File: src/include/mic_defs.svh
/*
 * Microphone array geometry
 * Channel count, bit clock divider, word and sample widths, frame length
 */

`ifndef MIC_DEFS_SVH
`define MIC_DEFS_SVH

// Number of SPI microphones sharing one chip select and one bit clock
`define MIC_CHANNELS 4

// Clock cycles per half period of the bit clock
// The bit clock runs at clk / (2 * MIC_SCK_HALF)
`define MIC_SCK_HALF 2

// Bits shifted out of each microphone per frame
`define MIC_WORD_BITS 16

// Width of the useful sample at the bottom of each word
`define MIC_SAMPLE_BITS 12

// Bit clock periods in one frame, first half with chip select low
`define MIC_FRAME_SCKS 32

`endif

File: src/rtl/mic_array_pkg.sv
/*
 * Array result types
 * Types for the sum, loudest channel index and framing error mask
 */

`include "mic_defs.svh"

package mic_array_pkg;

    // Channel index width
    localparam int MIC_CHAN_BITS = $clog2(`MIC_CHANNELS);

    // The sum needs room for every channel at full scale
    localparam int MIC_SUM_BITS = `MIC_SAMPLE_BITS + MIC_CHAN_BITS;

    // Sum of all channel samples, never overflows
    typedef logic [MIC_SUM_BITS-1:0] mic_sum_t;

    // Index of one channel
    typedef logic [MIC_CHAN_BITS-1:0] mic_chan_t;

    // One bit per channel
    // A set bit marks a word whose lead field was not zero
    typedef logic [`MIC_CHANNELS-1:0] mic_mask_t;

endpackage

File: src/rtl/mic_frame_pkg.sv
/*
 * Microphone word types
 * One SPI word from a single mic, seen as raw bits or as lead and sample
 */

`include "mic_defs.svh"

package mic_frame_pkg;

    // Leading bits ahead of the sample, the ADC sends zeros here
    localparam int MIC_LEAD_BITS = `MIC_WORD_BITS - `MIC_SAMPLE_BITS;

    // Unsigned sample, zero up to full scale
    typedef logic [`MIC_SAMPLE_BITS-1:0] mic_sample_t;

    typedef logic [MIC_LEAD_BITS-1:0] mic_lead_t;

    // The word as it arrives, MSB first
    typedef struct packed {
        mic_lead_t   lead;
        mic_sample_t sample;
    } mic_word_fields_t;

    // Same 16 bits decoded two ways
    // The shift register fills raw, the frame end reads fields
    typedef union packed {
        logic [`MIC_WORD_BITS-1:0] raw;
        mic_word_fields_t          fields;
    } mic_word_u;

endpackage

File: src/rtl/mic_bus_if.sv
/*
 * Shared microphone timing bundle
 * Bit clock, chip select and the two frame strobes
 */

`timescale 1ns/10ps

interface mic_bus_if;

    // Bit clock and chip select, both go out to every mic
    logic sck;
    logic cs;

    // One clk pulse per data bit while chip select is low
    logic sample_stb;

    // One clk pulse at the first bit clock rise with chip select high
    logic frame_end;

    // The timing generator owns all four signals
    modport gen (
        output sck,
        output cs,
        output sample_stb,
        output frame_end
    );

    // Captures only need the strobes
    modport cap (
        input sample_stb,
        input frame_end
    );

    // The collector only watches for the end of the frame
    modport mon (
        input frame_end
    );

endinterface

File: src/rtl/mic_array_top.sv
/*
 * Four channel microphone array front end
 * Shared timing, one capture per mic and a frame collector
 */

`timescale 1ns/10ps

`include "mic_defs.svh"

module mic_array_top (
    input  logic                                      clk,
    input  logic                                      rst,
    input  logic [`MIC_CHANNELS-1:0]                  sdo,
    output logic                                      sck,
    output logic                                      cs,
    output logic [`MIC_CHANNELS*`MIC_SAMPLE_BITS-1:0] samples,
    output mic_array_pkg::mic_sum_t                   sum,
    output mic_array_pkg::mic_chan_t                  peak,
    output mic_array_pkg::mic_mask_t                  err_mask,
    output logic                                      frame_valid
);

    import mic_frame_pkg::*;

    // Per channel capture results
    mic_sample_t              value [`MIC_CHANNELS];
    logic [`MIC_CHANNELS-1:0] lead_err;
    logic [`MIC_CHANNELS-1:0] ready;

    // Collected samples before they are packed onto the output bus
    mic_sample_t              samples_arr [`MIC_CHANNELS];

    mic_bus_if bus ();

    //----------------------------------------------------------------------
    // Timing and capture
    //----------------------------------------------------------------------

    mic_sck_gen u_gen (
        .clk (clk),
        .rst (rst),
        .bus (bus.gen)
    );

    // The mics share clock and select, only the data line is per channel
    assign sck = bus.sck;
    assign cs  = bus.cs;

    for (genvar ch = 0; ch < `MIC_CHANNELS; ch++)
    begin : g_cap
        mic_spi_capture u_cap (
            .clk      (clk),
            .rst      (rst),
            .bus      (bus.cap),
            .sdo      (sdo[ch]),
            .value    (value[ch]),
            .lead_err (lead_err[ch]),
            .ready    (ready[ch])
        );

        // Channel 0 sits in the lowest bits of the flat sample bus
        assign samples[ch*`MIC_SAMPLE_BITS +: `MIC_SAMPLE_BITS] = samples_arr[ch];
    end

    //----------------------------------------------------------------------
    // Collection
    //----------------------------------------------------------------------

    mic_frame_collector u_coll (
        .clk         (clk),
        .rst         (rst),
        .bus         (bus.mon),
        .value       (value),
        .lead_err    (lead_err),
        .ready       (ready),
        .samples     (samples_arr),
        .sum         (sum),
        .peak        (peak),
        .err_mask    (err_mask),
        .frame_valid (frame_valid)
    );

endmodule

File: src/rtl/mic_frame_collector.sv
/*
 * Frame collector
 * Waits for every channel, then latches samples, sum, peak and error mask
 */

`timescale 1ns/10ps

`include "mic_defs.svh"

module mic_frame_collector (
    input  logic                        clk,
    input  logic                        rst,
    mic_bus_if.mon                      bus,
    input  mic_frame_pkg::mic_sample_t  value [`MIC_CHANNELS],
    input  logic [`MIC_CHANNELS-1:0]    lead_err,
    input  logic [`MIC_CHANNELS-1:0]    ready,
    output mic_frame_pkg::mic_sample_t  samples [`MIC_CHANNELS],
    output mic_array_pkg::mic_sum_t     sum,
    output mic_array_pkg::mic_chan_t    peak,
    output mic_array_pkg::mic_mask_t    err_mask,
    output logic                        frame_valid
);

    import mic_frame_pkg::*;
    import mic_array_pkg::*;

    mic_mask_t   seen;
    mic_mask_t   seen_next;
    logic        all_in;
    mic_sum_t    sum_c;
    mic_chan_t   peak_c;
    mic_sample_t best_c;

    //----------------------------------------------------------------------
    // Ready tracking
    //----------------------------------------------------------------------

    assign seen_next = seen | ready;

    // Fires once, on the cycle the last missing channel shows up
    assign all_in = (&seen_next) && !(&seen);

    // The frame end strobe opens a new round of ready collection
    always_ff @(posedge clk or posedge rst)
    begin
        if (rst)
            seen <= '0;
        else if (bus.frame_end)
            seen <= '0;
        else
            seen <= seen_next;
    end

    //----------------------------------------------------------------------
    // Sum and loudest channel
    //----------------------------------------------------------------------

    // Strict compare keeps the lowest index on a tie
    always_comb
    begin
        sum_c  = '0;
        best_c = value[0];
        peak_c = '0;
        for (int ch = 0; ch < `MIC_CHANNELS; ch++)
        begin
            sum_c = sum_c + mic_sum_t'(value[ch]);
            if (value[ch] > best_c)
            begin
                best_c = value[ch];
                peak_c = mic_chan_t'(ch);
            end
        end
    end

    //----------------------------------------------------------------------
    // Result registers
    //----------------------------------------------------------------------

    // Results hold until the next complete frame replaces them
    always_ff @(posedge clk or posedge rst)
    begin
        if (rst)
        begin
            samples     <= '{default: '0};
            sum         <= '0;
            peak        <= '0;
            err_mask    <= '0;
            frame_valid <= 1'b0;
        end
        else
        begin
            frame_valid <= all_in;
            if (all_in)
            begin
                samples  <= value;
                sum      <= sum_c;
                peak     <= peak_c;
                err_mask <= lead_err;
            end
        end
    end

    // Each capture reports once per frame, a repeat means lost alignment
    a_no_repeat: assert property (@(posedge clk) disable iff (rst)
        (ready & seen) == '0)
        else $error("channel ready repeated within a frame, mask %b", ready & seen);

endmodule

File: src/rtl/mic_sck_gen.sv
/*
 * Microphone timing generator
 * Divides clk into the bit clock, and makes chip select and frame strobes
 */

`timescale 1ns/10ps

`include "mic_defs.svh"

module mic_sck_gen (
    input logic clk,
    input logic rst,
    mic_bus_if.gen bus
);

    // Divider counter wide enough to hold MIC_SCK_HALF - 1
    localparam int DIV_W = $clog2(`MIC_SCK_HALF + 1);

    // Bit counter wraps once per frame
    localparam int CNT_W = $clog2(`MIC_FRAME_SCKS);

    // Count value where chip select goes high and the frame ends
    localparam int HALF_FRAME = `MIC_FRAME_SCKS / 2;

    logic [DIV_W-1:0] div_cnt;
    logic [CNT_W-1:0] bit_cnt;
    logic [CNT_W-1:0] bit_cnt_next;
    logic             div_done;

    //----------------------------------------------------------------------
    // Divider and bit counter
    //----------------------------------------------------------------------

    assign div_done     = (div_cnt == DIV_W'(`MIC_SCK_HALF - 1));
    assign bit_cnt_next = bit_cnt + 1'b1;

    // Chip select is the top bit, so it is low for the first half frame
    assign bus.cs = bit_cnt[CNT_W-1];

    // The bit counter starts at its last value to hold chip select high
    // The first bit clock rise then opens a fresh frame
    always_ff @(posedge clk or posedge rst)
    begin
        if (rst)
        begin
            div_cnt        <= '0;
            bit_cnt        <= '1;
            bus.sck        <= 1'b0;
            bus.sample_stb <= 1'b0;
            bus.frame_end  <= 1'b0;
        end
        else
        begin
            bus.sample_stb <= 1'b0;
            bus.frame_end  <= 1'b0;

            if (div_done)
            begin
                div_cnt <= '0;
                bus.sck <= ~bus.sck;

                // Everything advances on the low to high toggle only
                if (!bus.sck)
                begin
                    bit_cnt <= bit_cnt_next;

                    // Sample while the new count keeps chip select low
                    bus.sample_stb <= !bit_cnt_next[CNT_W-1];

                    // First rise with chip select high closes the word
                    bus.frame_end <= (bit_cnt_next == CNT_W'(HALF_FRAME));
                end
            end
            else
            begin
                div_cnt <= div_cnt + 1'b1;
            end
        end
    end

    //----------------------------------------------------------------------
    // Checks
    //----------------------------------------------------------------------

    // Data bits are only taken inside the chip select window
    a_stb_in_window: assert property (@(posedge clk) disable iff (rst)
        bus.sample_stb |-> !bus.cs)
        else $error("sample_stb fired with cs high");

    // The captures treat these two strobes as exclusive events
    a_stb_excl: assert property (@(posedge clk) disable iff (rst)
        !(bus.sample_stb && bus.frame_end))
        else $error("sample_stb and frame_end in the same cycle");

endmodule

File: src/rtl/mic_spi_capture.sv
/*
 * Single channel SPI capture
 * Shifts in one word per frame, then reports the sample and a lead error
 */

`timescale 1ns/10ps

`include "mic_defs.svh"

module mic_spi_capture (
    input  logic                      clk,
    input  logic                      rst,
    mic_bus_if.cap                    bus,
    input  logic                      sdo,
    output mic_frame_pkg::mic_sample_t value,
    output logic                      lead_err,
    output logic                      ready
);

    import mic_frame_pkg::*;

    // Room to count one more shift than a word holds
    localparam int SHIFT_W = $clog2(`MIC_WORD_BITS + 1);

    mic_word_u          word;
    logic [SHIFT_W-1:0] shift_cnt;

    //----------------------------------------------------------------------
    // Shift register
    //----------------------------------------------------------------------

    // First bit in is the MSB and it ends up at the top of raw
    // The word is overwritten in full every frame
    always_ff @(posedge clk)
    begin
        if (bus.sample_stb)
            word.raw <= {word.raw[`MIC_WORD_BITS-2:0], sdo};
    end

    // Shifts since the last frame end
    always_ff @(posedge clk or posedge rst)
    begin
        if (rst)
            shift_cnt <= '0;
        else if (bus.frame_end)
            shift_cnt <= '0;
        else if (bus.sample_stb)
            shift_cnt <= shift_cnt + 1'b1;
    end

    //----------------------------------------------------------------------
    // Word output
    //----------------------------------------------------------------------

    // At the end of the frame the word is read through its fields view
    // ready lines up with the new value in the following cycle
    always_ff @(posedge clk or posedge rst)
    begin
        if (rst)
        begin
            value    <= '0;
            lead_err <= 1'b0;
            ready    <= 1'b0;
        end
        else
        begin
            ready <= bus.frame_end;
            if (bus.frame_end)
            begin
                value    <= word.fields.sample;
                lead_err <= |word.fields.lead;
            end
        end
    end

    // A word is complete only if the window gave exactly one bit per slot
    a_word_len: assert property (@(posedge clk) disable iff (rst)
        bus.frame_end |-> (shift_cnt == SHIFT_W'(`MIC_WORD_BITS)))
        else $error("capture saw %0d shifts in a frame", shift_cnt);

endmodule

File: config.mk
export PLATFORM = sky130hd
export DESIGN_NAME = mic_array_top
export DESIGN_NICKNAME = d
export VERILOG_FILES = /design/src/rtl/mic_array_pkg.sv /design/src/rtl/mic_frame_pkg.sv /design/src/rtl/mic_bus_if.sv /design/src/rtl/mic_array_top.sv /design/src/rtl/mic_frame_collector.sv /design/src/rtl/mic_sck_gen.sv /design/src/rtl/mic_spi_capture.sv
export VERILOG_INCLUDE_DIRS = /design/src /design/src/include
export SDC_FILE = /design/constraint.sdc
export NUM_CORES = 1
export LEC_CHECK = 0
export BUFFER_PORTS_ARGS = -buffer_cell sky130_fd_sc_hd__buf_4
export CAP_MARGIN = 15
export CORE_ASPECT_RATIO = 0.7
export CORE_MARGIN = 10
export CORE_UTILIZATION = 45
export DETAILED_ROUTE_END_ITERATION = 8
export PLACE_DENSITY = 0.65
export REMOVE_ABC_BUFFERS = 1
export SYNTH_ARGS = -nofsm -noshare
export SYNTH_HDL_FRONTEND = slang
export SYNTH_SLANG_ARGS = --single-unit
File: constraint.sdc
create_clock -name clk -period 4.7 [get_ports clk]
set_clock_uncertainty 0.2 [all_clocks]
set_input_delay 0.47 -clock clk [delete_from_list [all_inputs] [get_ports clk]]
set_output_delay 0.47 -clock clk [all_outputs]
set_load 0.005 [all_outputs]
==> results.md <==
- The met1 global-route usage is 0.2268.
- The number of antenna violations at the first check in global routing is 0.
- Dividing the detail-routed wire length by the instance count gives 16.48 microns.
- For this run, the leading register cell type out of synthesis is sky130_fd_sc_hd__dfrtp_1.
- The checks that failed: setup timing.
- The most used routing layer is met2.
- The maximum clock rate is 207.3 MHz.
- The first global-routing pass estimated 33.30 mm of wire.
- Data on the critical path is required at its endpoint by 4820 ps.
- The max-cap violation count is 0.
- The sum of internal, switching and leakage power is 3294 uW.
- The ratio of cells with drive above 1 in the final layout is 0.2665.
- The routed via count divided by cell count is 4.994.
- The residual antenna-violating net count after detailed routing is 0.
- Yosys attributes the largest share of cell area to sky130_fd_sc_hd__dfrtp_1 35%, sky130_fd_sc_hd__edfxtp_1 21%, sky130_fd_sc_hd__ha_1 8.3%.
- In the finished design, the share of the clock period the worst path needs comes to 1.026.
- The leading cell type by number of instances after synthesis is sky130_fd_sc_hd__nand2_1.
- The internal power of the cells totals 2535 uW.
- For this design the total switching power over the nets is 758.7 uW.
- The die outline area is 0.02696 sq mm.
- The run finished, with violations left.
- The layout net count is 1056.
- The die is 192.0 microns wide.
- The clock slew seen by the registers of the worst setup and hold paths is 70 ps.
- The number of antenna repair diodes is 0.
- The via count of the first global-routing pass came to 6127.
- By count the netlist is led by 145 x sky130_fd_sc_hd__nand2_1, 131 x sky130_fd_sc_hd__dfrtp_1, 97 x sky130_fd_sc_hd__o21ai_0, 74 x sky130_fd_sc_hd__inv_1, 64 x sky130_fd_sc_hd__edfxtp_1.
- The H-tree depth reported by CTS is 4.
- Clock tree synthesis inserted a total of 17 buffers.
- In this run the tool buffered the top-level ports with 76 buffer cells.
- The clock passes through at most 2 buffers.
- The clock network fraction of design power is 0.448.
- Hold is met by 240.1 ps.
- After filler insertion, the fill cell instance count of the layout stands at 1647.
- The root buffer cell chosen for the clock tree is sky130_fd_sc_hd__clkbuf_16.
- The share of total power dissipated in combinational logic is 0.010.
- The final-report max-slew violation count is 0.
- The number of synthesized flops with an enable pin is 64.
- The leading area contributor after synthesis is sky130_fd_sc_hd__dfrtp_1.
- The total routing usage reported by global routing is 0.1557.
- The relative slew slack is 0.3578.
- The proportion of netlist area held by the largest area contributor is 0.3517.
- The category of the critical setup timing path is reg -> reg.
- The final period demand of the worst path is 4824 ps.
- The overall via count from detail_route is 6278.
- In this run the power density over the cells is 280.9 mW/mm^2.
- Before CTS, the worst setup slack after placement is -235.8 ps.
- The later pin in the worst-skew pair is clocked with a latency of 450 ps.
- Relative to the synthesized area, the layout overhead comes to 25.79%.
- Summing every instance area after synthesis gives 0.009321 sq mm.
- The worst supply voltage drop on vdd is 0.2265 mV.
- For this run, the register share of the synthesized area comes to 0.5719.
- The share of total power dissipated in sequential elements is 0.542.
- Entering global routing, the biggest net connects 77 pins.
- The initial standard-cell utilization of the core is 0.4645.
- The post-synthesis cell count is 827.
- In the final timing run, aggregate negative setup slack is -247.3 ps.
- The element type at the critical path start is a flop.
- Yosys printed 0 warnings.
- In this run, the number of DRC markers left after iteration 0 of detailed routing was 367.
- In the global route stage, met2 resource usage came out at 0.2290.
- The endpoint class of the critical path is a flop.
- For the pin with the worst max-slew slack, the measured transition is 963.2 ps.
- The detailed placement HPWL is 14.21 mm.
- The area taken by flip-flops and latches is 0.005334 sq mm.
- The register-to-register path setup slack is -120 ps.
- The peak fanout along the critical path is 4.
- The global route total overflow is 0.
- Setup repair after global routing could not meet its margin everywhere.
- The floorplan has 43 rows.
- Summing all placed instances gives a cell area of 0.01063 sq mm.
- After detailed routing, the number of remaining DRC violations is 0.
- After detailed routing, the total wire length is 20.71 mm.
- The CTS tree is yes.
- The die is 140.4 microns tall.
- For this run, global-route usage on met3 was measured as 0.02951.
- The analysis attributes to cell leakage a power of 0.005475 uW.
- The worst-case setup margin in the final layout is -123.7 ps.
- In the synthesized netlist the async set-or-reset flop fraction comes to 0.6800.
- During I/O placement, the number of pins put on the boundary was 77.
- The final instance area is 0.01173 sq mm.
- Each instance of the synthesized netlist takes up on average 11.27 sq um.
- The switching portion of total power is 0.2303.
- Data arrives at the worst endpoint at 4950 ps.
- The standard cell core area is 0.02007 sq mm.
- The first TritonRoute pass finished after 5 iterations.
- The number of hold-slack violations in the final timing report is 0.
- Routability-driven placement finished with a final weighted congestion of 0.8505.
- The count of cell types in the netlist is 49.
- The area of combinational cells with multiple inputs is 0.003963 sq mm.
- The number of synthesized register bits is 200.
- CTS saw 200 sinks.
- The type of the tightest min-delay check is reg -> reg.
- The total of endpoints with negative setup slack in the final report is 2.
## area by class of cell
class | instances | share of cell area
Inverter | 74 | 0.02412
Multi-Input combinational cell | 525 | 0.3380
Clock inverter | 14 | 0.01259
Timing Repair Buffer | 156 | 0.1032
Tap cell | 270 | 0.02881
Sequential cell | 200 | 0.4549
Clock buffer | 18 | 0.03842
## state kept, by name (all words and copies together), names as in the netlist, 2 cells and up
| name | count |
|---|---|
| u_gen.div_cnt | 2 |
| g_cap.u_cap.value | 48 |
| u_coll.samples | 48 |
| g_cap.u_cap.lead_err | 4 |
| u_coll.err_mask | 4 |
| u_coll.seen | 4 |
| u_gen.bit_cnt | 5 |
| g_cap.u_cap.word | 64 |
| u_coll.sum | 14 |
| u_coll.peak | 2 |
## path summary, 6_finish.rpt
kind,startpoint,endpoint,cells after the start
max,g_cap[0].u_cap.value[1]$_DFFE_PP0P_,u_coll.peak[0]$_DFFE_PP0P_,24
min,g_cap[1].u_cap.word[7]$_DFFE_PP_,g_cap[1].u_cap.word[8]$_DFFE_PP_,0
max reg2reg,g_cap[0].u_cap.value[1]$_DFFE_PP0P_,u_coll.peak[0]$_DFFE_PP0P_,24
min reg2reg,g_cap[1].u_cap.word[7]$_DFFE_PP_,g_cap[1].u_cap.word[8]$_DFFE_PP_,0
max in group asynchronous,rst,g_cap[0].u_cap.value[8]$_DFFE_PP0P_,4
min in group asynchronous,rst,u_gen.div_cnt[1]$_DFF_PP0_,3
## what timing repair did
| action | CTS | global route |
|---|---|---|
| buffers inserted | 5 | 3 |
| gates resized for setup | 38 | 25 |
| hold buffers | 5 | 0 |
| setup endpoints to repair | 2 | 6 |
| pin swaps | 25 | 17 |
| endpoints found under the hold margin | 73 | 0 |
## critical path: stages, from the launching register on
cell	delay, ps
sky130_fd_sc_hd__dfrtp_1	390
sky130_fd_sc_hd__inv_2	90
sky130_fd_sc_hd__ha_4	210
sky130_fd_sc_hd__nor2b_4	120
sky130_fd_sc_hd__o21a_1	160
sky130_fd_sc_hd__o21a_1	210
sky130_fd_sc_hd__o21ai_2	180
sky130_fd_sc_hd__a31oi_4	140
sky130_fd_sc_hd__buf_4	170
sky130_fd_sc_hd__mux2i_4	180
sky130_fd_sc_hd__ha_1	300
sky130_fd_sc_hd__buf_4	100
sky130_fd_sc_hd__nand4_1	160
sky130_fd_sc_hd__o21bai_4	230
sky130_fd_sc_hd__a21oi_2	170
sky130_fd_sc_hd__buf_4	150
sky130_fd_sc_hd__mux2_4	310
sky130_fd_sc_hd__ha_4	220
sky130_fd_sc_hd__nor2b_4	120
sky130_fd_sc_hd__o21ai_2	100
sky130_fd_sc_hd__nand2b_1	90
sky130_fd_sc_hd__a21oi_2	210
sky130_fd_sc_hd__o211ai_1	120
sky130_fd_sc_hd__a21o_1	210
sky130_fd_sc_hd__o22a_1	170
## routing by layer
metal | up-vias | part of all wire
met4 | 0 | 0.011
met5 | - | 0
met2 | 117 | 0.44
met3 | 20 | 0.043
met1 | 3039 | 0.51
li1 | 3102 | -
## power by group through the flow
stage                     sequential, uW  combinational (uW)  clock, uW
after floorplan                     1820                16.9          0
after global placement              1820                30.3          0
after detailed placement            1820                30.6          0
after CTS                           1790                33.9       1500
after global routing                1790                37.3       1560
final                               1790                31.6       1480
## per-stage QoR
step	util	cells
floorplan	-	799
global placement	0.5296	1212
detailed placement	0.5296	1212
CTS	0.5758	1254
global route	0.5843	1257
finish	0.5843	1257
## logic make-up after synthesis
logic type      share of synthesized area
buf+inv                           0.04255
simple gates                       0.1031
fa+ha+maj                          0.1133
compound gates                     0.1020
mux                               0.04362
flops                              0.5719
xor+xnor                          0.02349
## layout by cell type, fill, tap and decap left out, types with 3 or more instances in the layout
master                          synthesis  final
sky130_fd_sc_hd__nand2b_1               5      5
sky130_fd_sc_hd__inv_6                  0      6
sky130_fd_sc_hd__buf_4                  0    144
sky130_fd_sc_hd__ha_1                  62     47
sky130_fd_sc_hd__inv_1                 74     72
sky130_fd_sc_hd__nand4_1               11     11
sky130_fd_sc_hd__dfrtp_1              131    129
sky130_fd_sc_hd__and2_1                 3      3
sky130_fd_sc_hd__mux2_4                 1     12
sky130_fd_sc_hd__clkbuf_16              0     18
sky130_fd_sc_hd__o211ai_1               3      3
sky130_fd_sc_hd__nor4_1                 4      4
sky130_fd_sc_hd__mux2i_4                0      3
sky130_fd_sc_hd__fa_1                  14     14
sky130_fd_sc_hd__nor3_1                 9      8
sky130_fd_sc_hd__nor2b_4                0      3
sky130_fd_sc_hd__ha_4                   0     15
sky130_fd_sc_hd__buf_6                  0      7
sky130_fd_sc_hd__edfxtp_1              64     64
sky130_fd_sc_hd__a21o_1                 9      9
sky130_fd_sc_hd__mux2_2                25     14
sky130_fd_sc_hd__mux2i_1               11      7
sky130_fd_sc_hd__nor2b_1                8      5
sky130_fd_sc_hd__dlygate4sd3_1          0      5
sky130_fd_sc_hd__nand2_1              145    144
sky130_fd_sc_hd__dfstp_2                5      5
sky130_fd_sc_hd__a21oi_1               30     23
sky130_fd_sc_hd__nor2_1                28     28
sky130_fd_sc_hd__a21oi_2                1      8
sky130_fd_sc_hd__clkinv_8               0      3
sky130_fd_sc_hd__xor2_1                 8      8
sky130_fd_sc_hd__o21a_1                 4      4
sky130_fd_sc_hd__clkinv_4               0      3
sky130_fd_sc_hd__xnor2_1               17     17
sky130_fd_sc_hd__o21ai_0               97     96
Power figures use the tool's default switching activity.
